### src/common/soc_pkg.sv
package soc_pkg;

    ////////////////////////////////////////
    // Widths
    ////////////////////////////////////////
    localparam int LINE_W = 9;
    localparam int KEY_W  = 16;

    ////////////////////////////////////////
    // Bus and register selects
    ////////////////////////////////////////

    // One CPU bus cycle
    typedef struct packed {
        logic [31:0] addr;
        logic [31:0] wrdata;
        logic [3:0]  bytesel;
        logic        wren;
        logic        strobe;
    } bus_req_t;

    // One-hot, one bit per register
    typedef struct packed {
        logic mtime;
        logic mtimeh;
        logic mtimecmp;
        logic mtimecmph;
        logic keybuf;
        logic vctrl;
        logic vscrx;
        logic vscry;
        logic vline;
        logic virqline;
    } reg_sel_t;

    ////////////////////////////////////////
    // Video and audio payloads
    ////////////////////////////////////////
    typedef struct packed {
        logic              sprites_enable;
        logic              gfx_tilemode;
        logic              gfx_enable;
        logic              text_priority;
        logic              text_mode80;
        logic              text_enable;
        logic [LINE_W-1:0] scroll_x;
        logic [7:0]        scroll_y;
        logic [LINE_W-1:0] irq_line;
    } video_ctrl_t;

    typedef struct packed {
        logic signed [15:0] left;
        logic signed [15:0] right;
    } audio_sample_t;

    // Register map, word addresses
    localparam logic [31:0] REG_VCTRL     = 32'h0000_2008;
    localparam logic [31:0] REG_VSCRX     = 32'h0000_200C;
    localparam logic [31:0] REG_VSCRY     = 32'h0000_2010;
    localparam logic [31:0] REG_VLINE     = 32'h0000_2014;
    localparam logic [31:0] REG_VIRQLINE  = 32'h0000_2018;
    localparam logic [31:0] REG_KEYBUF    = 32'h0000_201C;
    localparam logic [31:0] REG_MTIME     = 32'h0000_2080;
    localparam logic [31:0] REG_MTIMEH    = 32'h0000_2084;
    localparam logic [31:0] REG_MTIMECMP  = 32'h0000_2088;
    localparam logic [31:0] REG_MTIMECMPH = 32'h0000_208C;

    // Interrupt vector bit positions
    localparam int IRQ_KEYBUF = 19;
    localparam int IRQ_LINE   = 17;
    localparam int IRQ_VBLANK = 16;
    localparam int IRQ_TIMER  = 7;

endpackage

### src/logic/bus_decoder.sv
`timescale 1ns/100ps

module bus_decoder
    import soc_pkg::*;
(
    input  bus_req_t          bus,
    output reg_sel_t          wr_sel,
    output reg_sel_t          rd_sel,
    input  logic [63:0]       mtime,
    input  logic [63:0]       mtimecmp,
    input  logic [KEY_W-1:0]  key_head,
    input  logic              key_empty,
    input  video_ctrl_t       vctrl,
    input  logic [LINE_W-1:0] vline,
    output logic [31:0]       rddata
);

    logic [31:0] word_addr;
    reg_sel_t    hit;

    ////////////////////////////////////////
    // Address decode
    ////////////////////////////////////////

    // Byte offset within the word is ignored
    assign word_addr = {bus.addr[31:2], 2'b00};

    always_comb begin
        hit = '0;
        case (word_addr)
            REG_MTIME:     hit.mtime     = 1'b1;
            REG_MTIMEH:    hit.mtimeh    = 1'b1;
            REG_MTIMECMP:  hit.mtimecmp  = 1'b1;
            REG_MTIMECMPH: hit.mtimecmph = 1'b1;
            REG_KEYBUF:    hit.keybuf    = 1'b1;
            REG_VCTRL:     hit.vctrl     = 1'b1;
            REG_VSCRX:     hit.vscrx     = 1'b1;
            REG_VSCRY:     hit.vscry     = 1'b1;
            REG_VLINE:     hit.vline     = 1'b1;
            REG_VIRQLINE:  hit.virqline  = 1'b1;
            default: ;
        endcase
    end

    // Write and read selects
    always_comb begin
        wr_sel = '0;
        rd_sel = '0;
        if (bus.strobe) begin
            if (bus.wren) begin
                wr_sel = hit;
            end else begin
                rd_sel = hit;
            end
        end
    end

    ////////////////////////////////////////
    // Read data mux
    ////////////////////////////////////////

    // Unmapped addresses fall through to zero
    always_comb begin
        rddata = '0;
        if (rd_sel.mtime) begin
            rddata = mtime[31:0];
        end
        if (rd_sel.mtimeh) begin
            rddata = mtime[63:32];
        end
        if (rd_sel.mtimecmp) begin
            rddata = mtimecmp[31:0];
        end
        if (rd_sel.mtimecmph) begin
            rddata = mtimecmp[63:32];
        end
        if (rd_sel.keybuf) begin
            // Empty flag on top, head entry below
            rddata = {key_empty, {(31 - KEY_W){1'b0}}, key_head};
        end
        if (rd_sel.vctrl) begin
            rddata = {
                26'b0,
                vctrl.sprites_enable,
                vctrl.gfx_tilemode,
                vctrl.gfx_enable,
                vctrl.text_priority,
                vctrl.text_mode80,
                vctrl.text_enable
            };
        end
        if (rd_sel.vscrx) begin
            rddata = {{(32 - LINE_W){1'b0}}, vctrl.scroll_x};
        end
        if (rd_sel.vscry) begin
            rddata = {24'b0, vctrl.scroll_y};
        end
        if (rd_sel.vline) begin
            rddata = {{(32 - LINE_W){1'b0}}, vline};
        end
        if (rd_sel.virqline) begin
            rddata = {{(32 - LINE_W){1'b0}}, vctrl.irq_line};
        end
    end

endmodule

### src/logic/machine_timer.sv
`timescale 1ns/100ps

module machine_timer
    import soc_pkg::*;
#(
    parameter int TICK_DIV = 25175
) (
    input  logic        clk,
    input  logic        reset,
    input  reg_sel_t    wr_sel,
    input  logic [31:0] wrdata,
    output logic [63:0] mtime,
    output logic [63:0] mtimecmp,
    output logic        timer_irq
);

    localparam int CNT_W = (TICK_DIV > 1) ? $clog2(TICK_DIV) : 1;
    localparam logic [CNT_W-1:0] RELOAD = CNT_W'(TICK_DIV - 1);

    logic [CNT_W-1:0] tick_cnt;
    logic             tick;
    logic [63:0]      mtime_next;

    ////////////////////////////////////////
    // Tick divider
    ////////////////////////////////////////
    always_ff @(posedge clk or posedge reset) begin
        if (reset) begin
            tick_cnt <= RELOAD;
            tick     <= 1'b0;
        end else begin
            tick <= 1'b0;
            if (tick_cnt == '0) begin
                tick_cnt <= RELOAD;
                tick     <= 1'b1;
            end else begin
                tick_cnt <= tick_cnt - 1'b1;
            end
        end
    end

    ////////////////////////////////////////
    // Time and compare
    ////////////////////////////////////////

    // Bus write to a half wins over the increment of that half
    always_comb begin
        mtime_next = tick ? mtime + 64'd1 : mtime;
        if (wr_sel.mtime) begin
            mtime_next[31:0] = wrdata;
        end
        if (wr_sel.mtimeh) begin
            mtime_next[63:32] = wrdata;
        end
    end

    always_ff @(posedge clk or posedge reset) begin
        if (reset) begin
            mtime     <= '0;
            mtimecmp  <= '0;
            timer_irq <= 1'b0;
        end else begin
            mtime     <= mtime_next;
            timer_irq <= (mtimecmp <= mtime);
            if (wr_sel.mtimecmp) begin
                mtimecmp[31:0] <= wrdata;
            end
            if (wr_sel.mtimecmph) begin
                mtimecmp[63:32] <= wrdata;
            end
        end
    end

endmodule

### src/logic/key_fifo.sv
`timescale 1ns/100ps

module key_fifo
    import soc_pkg::*;
#(
    parameter int KEY_DEPTH = 16
) (
    input  logic             clk,
    input  logic             reset,
    input  logic             key_wr,
    input  logic [KEY_W-1:0] key_data,
    input  reg_sel_t         rd_sel,
    input  reg_sel_t         wr_sel,
    output logic [KEY_W-1:0] key_head,
    output logic             key_empty
);

    localparam int AW = (KEY_DEPTH > 1) ? $clog2(KEY_DEPTH) : 1;

    logic [KEY_W-1:0] mem [KEY_DEPTH];
    logic [AW-1:0]    wr_ptr;
    logic [AW-1:0]    rd_ptr;
    logic [AW:0]      count;
    logic             full;
    logic             push;
    logic             pop;

    assign full      = (count == (AW + 1)'(KEY_DEPTH));
    assign key_empty = (count == '0);
    assign key_head  = mem[rd_ptr];

    // Full buffer drops the key, empty buffer ignores the pop
    assign push = key_wr && !full;
    assign pop  = rd_sel.keybuf && !key_empty;

    always_ff @(posedge clk) begin
        if (push) begin
            mem[wr_ptr] <= key_data;
        end
    end

    ////////////////////////////////////////
    // Pointers and fill count
    ////////////////////////////////////////
    always_ff @(posedge clk or posedge reset) begin
        if (reset) begin
            wr_ptr <= '0;
            rd_ptr <= '0;
            count  <= '0;
        end else if (wr_sel.keybuf) begin
            // Bus write flushes everything
            wr_ptr <= '0;
            rd_ptr <= '0;
            count  <= '0;
        end else begin
            if (push) begin
                wr_ptr <= wr_ptr + 1'b1;
            end
            if (pop) begin
                rd_ptr <= rd_ptr + 1'b1;
            end
            if (push && !pop) begin
                count <= count + 1'b1;
            end else if (pop && !push) begin
                count <= count - 1'b1;
            end
        end
    end

endmodule

### src/logic/video_regs.sv
`timescale 1ns/100ps

module video_regs
    import soc_pkg::*;
(
    input  logic        clk,
    input  logic        reset,
    input  reg_sel_t    wr_sel,
    input  logic [31:0] wrdata,
    output video_ctrl_t vctrl
);

    ////////////////////////////////////////
    // Video control registers
    ////////////////////////////////////////
    always_ff @(posedge clk or posedge reset) begin
        if (reset) begin
            vctrl <= '0;
        end else begin
            if (wr_sel.vctrl) begin
                // Six enable and mode bits
                vctrl.sprites_enable <= wrdata[5];
                vctrl.gfx_tilemode   <= wrdata[4];
                vctrl.gfx_enable     <= wrdata[3];
                vctrl.text_priority  <= wrdata[2];
                vctrl.text_mode80    <= wrdata[1];
                vctrl.text_enable    <= wrdata[0];
            end

            if (wr_sel.vscrx) begin
                vctrl.scroll_x <= wrdata[LINE_W-1:0];
            end

            if (wr_sel.vscry) begin
                vctrl.scroll_y <= wrdata[7:0];
            end

            // Own address only, not shared with scroll Y
            if (wr_sel.virqline) begin
                vctrl.irq_line <= wrdata[LINE_W-1:0];
            end
        end
    end

endmodule

### src/logic/audio_mix.sv
`timescale 1ns/100ps

module audio_mix
    import soc_pkg::*;
(
    input  logic          clk,
    input  logic          reset,
    input  audio_sample_t src_a,
    input  audio_sample_t src_b,
    output audio_sample_t audio_out
);

    // Add with one guard bit, clamp on overflow
    function automatic logic [15:0] sat_add(input logic [15:0] a, input logic [15:0] b);
        logic [16:0] sum;
        sum = {a[15], a} + {b[15], b};
        case (sum[16:15])
            2'b01:   return 16'h7FFF;
            2'b10:   return 16'h8000;
            default: return sum[15:0];
        endcase
    endfunction

    always_ff @(posedge clk or posedge reset) begin
        if (reset) begin
            audio_out <= '0;
        end else begin
            audio_out.left  <= sat_add(src_a.left, src_b.left);
            audio_out.right <= sat_add(src_a.right, src_b.right);
        end
    end

endmodule

### src/logic/periph_top.sv
`timescale 1ns/100ps

module periph_top
    import soc_pkg::*;
#(
    parameter int TICK_DIV  = 25175,
    parameter int KEY_DEPTH = 16
) (
    input  logic              clk,
    input  logic              reset,
    input  bus_req_t          bus,
    output logic [31:0]       rddata,
    input  logic              key_wr,
    input  logic [KEY_W-1:0]  key_data,
    input  logic [LINE_W-1:0] vline,
    input  logic              irq_line,
    input  logic              irq_vblank,
    input  audio_sample_t     src_a,
    input  audio_sample_t     src_b,
    output video_ctrl_t       vctrl,
    output audio_sample_t     audio_out,
    output logic [31:0]       irq
);

    reg_sel_t         wr_sel;
    reg_sel_t         rd_sel;
    logic [63:0]      mtime;
    logic [63:0]      mtimecmp;
    logic             timer_irq;
    logic [KEY_W-1:0] key_head;
    logic             key_empty;

    ////////////////////////////////////////
    // Register blocks
    ////////////////////////////////////////
    bus_decoder bus_decoder_i (
        .bus       (bus),
        .wr_sel    (wr_sel),
        .rd_sel    (rd_sel),
        .mtime     (mtime),
        .mtimecmp  (mtimecmp),
        .key_head  (key_head),
        .key_empty (key_empty),
        .vctrl     (vctrl),
        .vline     (vline),
        .rddata    (rddata)
    );

    machine_timer #(
        .TICK_DIV (TICK_DIV)
    ) machine_timer_i (
        .clk       (clk),
        .reset     (reset),
        .wr_sel    (wr_sel),
        .wrdata    (bus.wrdata),
        .mtime     (mtime),
        .mtimecmp  (mtimecmp),
        .timer_irq (timer_irq)
    );

    key_fifo #(
        .KEY_DEPTH (KEY_DEPTH)
    ) key_fifo_i (
        .clk       (clk),
        .reset     (reset),
        .key_wr    (key_wr),
        .key_data  (key_data),
        .rd_sel    (rd_sel),
        .wr_sel    (wr_sel),
        .key_head  (key_head),
        .key_empty (key_empty)
    );

    video_regs video_regs_i (
        .clk    (clk),
        .reset  (reset),
        .wr_sel (wr_sel),
        .wrdata (bus.wrdata),
        .vctrl  (vctrl)
    );

    audio_mix audio_mix_i (
        .clk       (clk),
        .reset     (reset),
        .src_a     (src_a),
        .src_b     (src_b),
        .audio_out (audio_out)
    );

    ////////////////////////////////////////
    // Interrupt vector
    ////////////////////////////////////////

    // Only the timer bit comes from a flop
    always_comb begin
        irq             = '0;
        irq[IRQ_KEYBUF] = !key_empty;
        irq[IRQ_LINE]   = irq_line;
        irq[IRQ_VBLANK] = irq_vblank;
        irq[IRQ_TIMER]  = timer_irq;
    end

endmodule

### config.mk
export PLATFORM = sky130hd
export DESIGN_NAME = periph_top
export DESIGN_NICKNAME = d
export VERILOG_FILES = /design/src/common/soc_pkg.sv /design/src/logic/bus_decoder.sv /design/src/logic/machine_timer.sv /design/src/logic/key_fifo.sv /design/src/logic/video_regs.sv /design/src/logic/audio_mix.sv /design/src/logic/periph_top.sv
export SDC_FILE = /design/constraint.sdc
export NUM_CORES = 1
export LEC_CHECK = 0
export BUFFER_PORTS_ARGS = -buffer_cell sky130_fd_sc_hd__buf_2
export CAP_MARGIN = 40
export CORE_ASPECT_RATIO = 1.5
export CORE_MARGIN = 2
export CORE_UTILIZATION = 40
export CTS_CLUSTER_DIAMETER = 150
export DETAILED_ROUTE_END_ITERATION = 8
export MAX_ROUTING_LAYER = met4
export PLACE_DENSITY = 0.64
export SYNTH_ARGS = -nofsm -noshare
export SYNTH_HDL_FRONTEND = slang
export SYNTH_SLANG_ARGS = --single-unit
export TNS_END_PERCENT = 10
### constraint.sdc
create_clock -name clk -period 15.65 [get_ports clk]
set_input_delay 0 -clock clk [delete_from_list [all_inputs] [get_ports clk]]
set_output_delay 0 -clock clk [all_outputs]
set_load 0.01 [all_outputs]
==> results of run 1 <==
[final timing paths]
check                                                           start                                    end  slack [ns]  cells past startpoint
worst max-delay path                                         src_b[3]    audio_mix_i.audio_out[10]$_DFF_PP0_       10.68                     17
worst min-delay path                                       irq_vblank                                irq[16]    0.000003                      0
worst max register to register         machine_timer_i.tick$_DFF_PP0_  machine_timer_i.mtime[59]$_DFFE_PP0P_       12.50                      7
worst min register to register  machine_timer_i.tick_cnt[6]$_DFF_PP1_  machine_timer_i.tick_cnt[6]$_DFF_PP1_        0.47                      2
max in group asynchronous                                       reset       key_fifo_i.rd_ptr[0]$_DFFE_PP0P_       13.65                      6
min in group asynchronous                                       reset     audio_mix_i.audio_out[8]$_DFF_PP0_        0.02                      3
[area by class of cell]
type | count | area share [%]
Antenna cell | 6 | 0.05148
Clock buffer | 64 | 4.457
Clock inverter | 24 | 0.7507
Inverter | 98 | 1.287
Multi-Input combinational cell | 1290 | 34.59
Sequential cell | 478 | 45.45
Tap cell | 784 | 3.363
Timing Repair Buffer | 411 | 10.05
[cell families (layout without fill, tap and decap cells)]
| kind of cell | after synthesis | count (layout) | synth area share (%) |
|---|---|---|---|
| compound gates | 363 | 363 | 9.891 |
| xor+xnor | 100 | 100 | 3.668 |
| fa+ha+maj | 113 | 113 | 5.964 |
| buf+inv | 204 | 597 | 3.766 |
| flops | 478 | 478 | 55.02 |
| mux | 205 | 205 | 11.68 |
| other cells | 1 | 34 | 0.01557 |
| simple gates | 481 | 481 | 9.995 |
[critical path: stages]
cell and delay [ns]:
dlygate4sd3_1 0.53, buf_2 0.12, ha_1 0.28, dlygate4sd3_1 0.59
o21ai_0 0.12, o21ai_0 0.21, a2111o_1 0.44, nand3_1 0.17
nand4b_1 0.19, a31oi_1 0.36, xnor2_1 0.11, ha_1 0.58
inv_1 0.34, nand2_1 0.48, o311a_1 0.26, o211ai_1 0.08
dlygate4sd3_1 0.58
[state kept, by name, indices dropped and copies added, names as in the netlist]
signal and count:
machine_timer_i.tick 1, key_fifo_i.rd_ptr 4, machine_timer_i.mtime 64, machine_timer_i.tick_cnt 15
machine_timer_i.mtimecmp 64, key_fifo_i.wr_ptr 4, key_fifo_i.mem 256, audio_mix_i.audio_out 32
machine_timer_i.timer_irq 1, video_regs_i.vctrl 32, key_fifo_i.count 5
[synthesized netlist by cell type (all sizes together), types with 6 or more instances]
cell type / instances / area (um^2)
edfxtp: 256 / 7687
dfrtp: 215 / 5380
nand2: 169 / 634.4
o21ai: 124 / 624.4
ha: 110 / 1376
mux2: 99 / 1115
inv: 97 / 364.1
xnor2: 86 / 760.7
nor2: 84 / 315.3
mux2i: 55 / 550.5
buf: 53 / 340.3
clkbuf: 53 / 198.9
mux4: 51 / 1149
a22oi: 47 / 352.8
nor3: 46 / 255.3
a21oi: 44 / 220.2
nand4: 34 / 225.2
nand3: 33 / 170.2
a21o: 26 / 195.2
and3: 22 / 137.6
nor4: 19 / 140.1
a221oi: 15 / 131.4
o22ai: 15 / 93.84
xor2: 14 / 122.6
o221ai: 12 / 105.1
and4: 11 / 96.34
nand2b: 11 / 68.82
nor2b: 11 / 68.82
or3: 11 / 75.07
a211oi: 10 / 75.07
a31oi: 10 / 62.56
and2: 10 / 62.56
o21a: 9 / 67.56
a222oi: 8 / 80.08
o31ai: 8 / 60.06
dfstp: 7 / 183.9
or2: 6 / 37.54
[metal layers]
layer  GRT usage [%]  part of all wire, %
met1           24.73                   37
met2           39.89                   53
met3           3.015                  4.9
met4           9.336                  4.2
met5               -                    0
[power by group]
| group | leakage, nW | total (mW) | switching [mW] | internal (mW) |
|---|---|---|---|---|
| combinational | 6.66 | 0.416 | 0.243 | 0.173 |
| clock | 0.740 | 1.12 | 0.507 | 0.610 |
| sequential | 5.01 | 1.48 | 0.0382 | 1.44 |
[repair_timing]
item	in CTS	in global routing
hold buffers	119	0
setup endpoints to repair	0	0
endpoints found under the hold margin	536	0
setup buffers	0	0
[stage by stage]
stage          worst slack (ns)  std cells  util [%]  area, um^2  power [mW]
2_1_floorplan             9.584       1972         -       24190       1.710
3_3_place_gp              11.78       2927     43.78       26150       1.851
3_5_place_dp              11.62       2942     44.27       26440       1.878
4_1_cts                   10.84       3149     48.80       29150       3.032
5_1_grt                   10.46       3155     48.83       29170       3.133
6_report                  10.68       3155     48.83       29170       3.008
==> results by group, run 1 <==
Synth
  – Cells after synthesis: 1945
  – Synthesized flop and latch total: roughly 480
  – EDFF count, synth: 256
  – Post-Syn Area: 0.02409 mm^2
  – YS warnings: 0
  – Sequential share of the synthesized area: 55.02%
  – Top FF cell, synth: edfxtp_1
  – Post-synth cell types: 77
  – Fraction of registers with async set/reset: 46.44%
  – Syn Area/Cell: approximately 12 um^2

Place
  – # port buffers: approximately 250
  – DPL Wire Length: 46100 um
  – GP Congestion: 0.8996

Routing
  – Initial DRC Count: 1349
  – Drt wl/cell: ~21 um
  – Antenna viol nets, final: 0
  – Vias/cell: 5.534
  – Vias: around 17000
  – Post-route DRC: 0
  – WL final: 67250 um
  – Initial DRT Pass Iterations: 6

Final layout
  – Multi-input gate area: 0.01009 mm^2
  – Commonest cells after routing, fill and taps aside: edfxtp_1, buf_2, dfrtp_1
  – Final-layout fill cell count: 5243
  – Commonest non-fill, non-tap cell in the layout: edfxtp_1
  – Area grow syn2layout: 21.10%
  – Sequential cell area: 0.01326 mm^2
  – Nets@finish: about 2600
  – Layout cell share with drive strength beyond 1: 23.59%

Timing
  – Final setup skew: 0.03948 ns
  – Setup TNS: 0 ns
  – Tmin final: 4.970 ns
  – Relative slew slack: 35.86%
  – FMAX: 0.2012 GHz
  – Final setup violation count: 0
  – RSZ-0062 raised after global routing: false
  – Worst Hold Margin: around 0.0000028 ns
  – Fin crit share: 31.76%
  – Count of final hold-check violations: 0
  – Slew Limit Fails: 0
  – Worst-margin pin slew: 0.9598 ns

Floorplanning
  – Num rows: 110
  – Die W: between 200 and 250 um
  – Initial Util: 40.32%
  – IO Count: between 200 and 300
  – Core area: 0.05973 mm^2
  – Die area: 0.06223 mm^2
  – Die Ht: 304.5 um

Global route
  – Vias in the first global route: roughly 18000
  – Largest net degree at the start of global routing: 91
  – First-pass GRT wire length: 103800 um
  – Congestion Overflow GR: 0
  – Gr usage total: 22.31%
  – Initial antenna violation count: 6

Critical path
  – Startpoint Class: input port
  – Crit path max fanout: 15
  – Worst Path Required: approximately 16 ns
  – Worst Path Arrival: 5.45 ns
  – Crit. End Element: flip-flop
  – Setup CP Type: in -> reg

Clock network
  – Clock-pin slew on the worst setup and hold paths: around 0.07 ns
  – Clk Latency, worst-skew pair: 0.61 ns
  – Clock Path Buffers: 3
  – CTS root buf: clkbuf_16
  – H-tree Lvls: 2
  – Post_cts resized: 0
  – Clock sink count: 478
  – CTS Buf Count: 47
  – TritonCTS clock tree: done

Hold path
  – HP Class: in -> out

Job
  – Max-cap violation count: 0

Outcome
  – Status: finished clean

Power
  – Peak VDD IR: between 0.07 and 0.08 mV
  – LEAKAGE: 12.42 nW
  – Pwr per Cell Area: around 100 mW/mm^2
Power figures use the tool's default switching activity.
==> inputs of run 2 (changes only) <==
--- a/config.mk
+++ b/config.mk
@@ -13,7 +13,7 @@
 export CTS_CLUSTER_DIAMETER = 150
 export DETAILED_ROUTE_END_ITERATION = 8
 export MAX_ROUTING_LAYER = met4
-export PLACE_DENSITY = 0.64
+export PLACE_DENSITY = 0.67
 export SYNTH_ARGS = -nofsm -noshare
 export SYNTH_HDL_FRONTEND = slang
 export SYNTH_SLANG_ARGS = --single-unit
==> constraint.sdc (replaced) <==
create_clock -name clk -period 4.14 [get_ports clk]
set_input_delay 0 -clock clk [delete_from_list [all_inputs] [get_ports clk]]
set_output_delay 0 -clock clk [all_outputs]
set_load 0.01 [all_outputs]
==> results by group, run 2 (synthesis gave the netlist of run 1 again) <==
Outcome
  – Status: finished clean

Timing
  – Tmin final: about 3.9 ns
  – FMAX: 0.2549 GHz
  – Setup TNS: 0 ns (unchanged)
  – Relative slew slack: 49.42% (+14 points)
  – Fin crit share: 94.77%
  – Count of final hold-check violations: 0 (unchanged)
  – Final setup skew: 0.04457 ns (+0.005089 ns)
  – Worst Hold Margin: 0.000004453 ns (+0.000001632 ns)
  – Final setup violation count: 0 (unchanged)
  – Slew Limit Fails: 0 (unchanged)
  – Worst-margin pin slew: 0.7579 ns (-0.2019 ns)
  – Fin worst setup slack: 0.2165 ns (-10.46 ns)

Place
  – Cells after DPL: 2960 (+0.61%)
  – DPL Wire Length: 47930 um (+4.0%)
  – GP Congestion: 0.9073 (+0.86%)
  – Pre-CTS WS: 0.7836 ns (-10.84 ns)
  – # port buffers: 253 (unchanged)

Hold path
  – Hold path start: irq_vblank
  – Hold endpoint: irq[16]
  – Hold depth: 0 (unchanged)
  – HP Class: in -> out

Clock network
  – TritonCTS clock tree: done
  – H-tree Lvls: 2 (unchanged)
  – Clock-pin slew on the worst setup and hold paths: 0.07 ns (about the same)
  – Clk Latency, worst-skew pair: 0.61 ns (about the same)
  – Post-CTS Setup Inserts: 0 (unchanged)
  – Clock sink count: 478 (unchanged)
  – CTS root buf: clkbuf_16
  – CTS Buf Count: 46 (-2.1%)
  – Clock Path Buffers: 3 (unchanged)

Power
  – Pwr per Cell Area: 390.6 mW/mm^2 (+280%)
  – Peak VDD IR: 0.3709 mV (+370%)
  – LEAKAGE: 12.46 nW (+0.35%)
  – Combinational share of power: 13.8% (about the same)
  – Sw frac: 26.19% (about the same)
  – Cell internal pwr: 8.416 mW (+280%)
  – Psw: 2.986 mW (+280%)
  – Part of the power in registers: 49.2% (+0.2 points)
  – Clock share of power: 37.0% (about the same)

Routing
  – WL final: 68320 um (+1.6%)
  – Drt wl/cell: 21.58 um (+1.2%)
  – Initial DRC Count: 1290 (-4.4%)
  – Post-route DRC: 0 (unchanged)
  – Vias/cell: 5.555 (+0.38%)
  – Initial DRT Pass Iterations: 5 (-1)
  – Antenna viol nets, final: 0 (unchanged)
  – Vias: 17590 (+0.73%)

Critical path
  – Crit path max-delay cell type: dlygate4sd3_1
  – Worst Path Arrival: 4.41 ns (-1.04 ns)
  – Startpoint Class: input port
  – Critical R2R Launch: machine_timer_i.mtime[62]$_DFFE_PP0P_
  – Crit. End Element: flip-flop
  – Crit path max fanout: 12 (-3)
  – Worst setup path startpoint: src_b[1]
  – FF-to-FF path depth: 9 (+2)
  – Worst Path Required: 4.62 ns (-11.51 ns)
  – Stages on the worst setup path: 16 (-1)
  – Critical path's top delay family: buffers and inverters
  – Worst R2R End: machine_timer_i.timer_irq$_DFF_PP0_
  – Crit-path cells: dlygate4sd3_1 > buf_2 > ha_1 > a211oi_2 > o21ai_0 > a2111o_1 > nand3_1 > nand4b_1 > a31oi_2 > xnor2_1 > ha_1 > buf_4 > nand4b_1 > dlygate4sd3_1 > o211ai_1 > dlygate4sd3_1
  – Most Frequent Cell on Critical Path: dlygate4sd3_1
  – FF-to-FF setup slack: 1.21 ns (-11.29 ns)
  – Crit path largest cell delay: 0.58 ns (about the same)
  – Setup CP Type: in -> reg
  – Buffers & Inverters on Critical Path: 5 (unchanged)

Floorplanning
  – Core area: 0.05973 mm^2 (unchanged)
  – Initial Util: 40.32% (unchanged)
  – IO Count: 292 (unchanged)
  – Die W: 204.4 um (unchanged)
  – Num rows: 110 (unchanged)
  – Die area: 0.06223 mm^2 (unchanged)
  – Die Ht: 304.5 um (unchanged)

Job
  – Max-cap violation count: 0 (unchanged)

Global route
  – Vias in the first global route: 18340 (+1.5%)
  – First-pass GRT wire length: 105200 um (+1.3%)
  – Met2 Usage GRT: 40.20% (+0.32 points)
  – Congestion Overflow GR: 0 (unchanged)
  – Initial antenna violation count: 6 (unchanged)
  – Largest net degree at the start of global routing: 101 (+11%)
  – Busiest grt layer: met2
  – Met1 Use GR: 25.32% (+0.59 points)
  – Met3 global-route usage: 2.802% (-0.21 points)
  – Gr usage total: 22.56% (+0.25 points)

Final layout
  – Top Registers: key_fifo_i.mem: 256 flops, machine_timer_i.mtime: 64 flops, machine_timer_i.mtimecmp: 64 flops
  – Commonest non-fill, non-tap cell in the layout: edfxtp_1
  – Largest Register: key_fifo_i.mem
  – Layout cell share with drive strength beyond 1: 24.12% (+0.52 points)
  – Non-Filler Instances: 3166 (+0.35%)
  – Commonest cells after routing, fill and taps aside: edfxtp_1, buf_2, dfrtp_1
  – Max reg flops: 256 (unchanged)
  – Nets@finish: 2618 (+0.58%)
  – Area grow syn2layout: 21.20% (about the same)
-- run 2: changes by cell type in the layout (fill, tap and decap cells not counted), sizes merged --
cell,previous run,this run
bufinv,1,3
clkbuf,64,58
buf,292,310
dlygate4sd3,119,117
clkinv,17,18
inv,100,98
-- run 2: worst reg2reg max path, stage by stage (launching register included) --
cell	delay, ns
dfrtp_1	0.40
inv_1	0.10
ha_1	0.32
nand4_1	0.09
or2_2	0.35
nor4_1	0.56
nand4_1	0.14
or3_1	0.39
or2_2	0.31
a22oi_1	0.19
-- run 2: layout make-up --
type,count,area (um^2)
Inverter,98,371.6
Tap cell,784,980.9
Clock buffer,58,1236
Clock inverter,25,256.5
Fill cell,5294,30540
Timing Repair Buffer,427,2984
Sequential cell,478,13260
Antenna cell,6,15.01
Multi-Input combinational cell,1290,10090
-- run 2: worst max path at each step --
stage,endpoint
after floorplan,key_fifo_i.mem[7][0]$_DFFE_PP_
after global placement,audio_mix_i.audio_out[20]$_DFF_PP0_
after detailed placement,audio_mix_i.audio_out[27]$_DFF_PP0_
after CTS,audio_mix_i.audio_out[10]$_DFF_PP0_
after global routing,audio_mix_i.audio_out[10]$_DFF_PP0_
final,audio_mix_i.audio_out[10]$_DFF_PP0_
-- run 2: per-layer routing --
metal,up-vias,routed length (um)
met4,0,3012
met1,8846,25930
li1,8029,-
met3,172,3056
met2,539,36320
met5,-,0
-- run 2: what timing repair did --
item / CTS / global route
resized for setup: 0 / 3
endpoints found under the setup margin: 0 / 3
hold buffers: 117 / 0
hold endpoints to repair: 626 / 0
-- run 2: power groups by stage --
| stage | registers [mW] | clock network, mW | logic [mW] |
|---|---|---|---|
| CTS | 5.61 | 4.30 | 1.58 |
| global route | 5.64 | 4.48 | 1.72 |
| finish | 5.61 | 4.22 | 1.57 |
| floorplan | 5.69 | 0 | 0.777 |
| global placement | 5.69 | 0 | 1.35 |
| detailed placement | 5.70 | 0 | 1.42 |
-- run 2: metrics by stage --
step / utilization, % / instance area (um^2) / total power [mW]
after global routing: 48.87 / 29190 / 11.84
after CTS: 48.83 / 29170 / 11.49
after detailed placement: 44.37 / 26500 / 7.127
after global placement: 44.11 / 26350 / 7.035
after floorplan: - / 24190 / 6.465
final: 48.87 / 29190 / 11.40
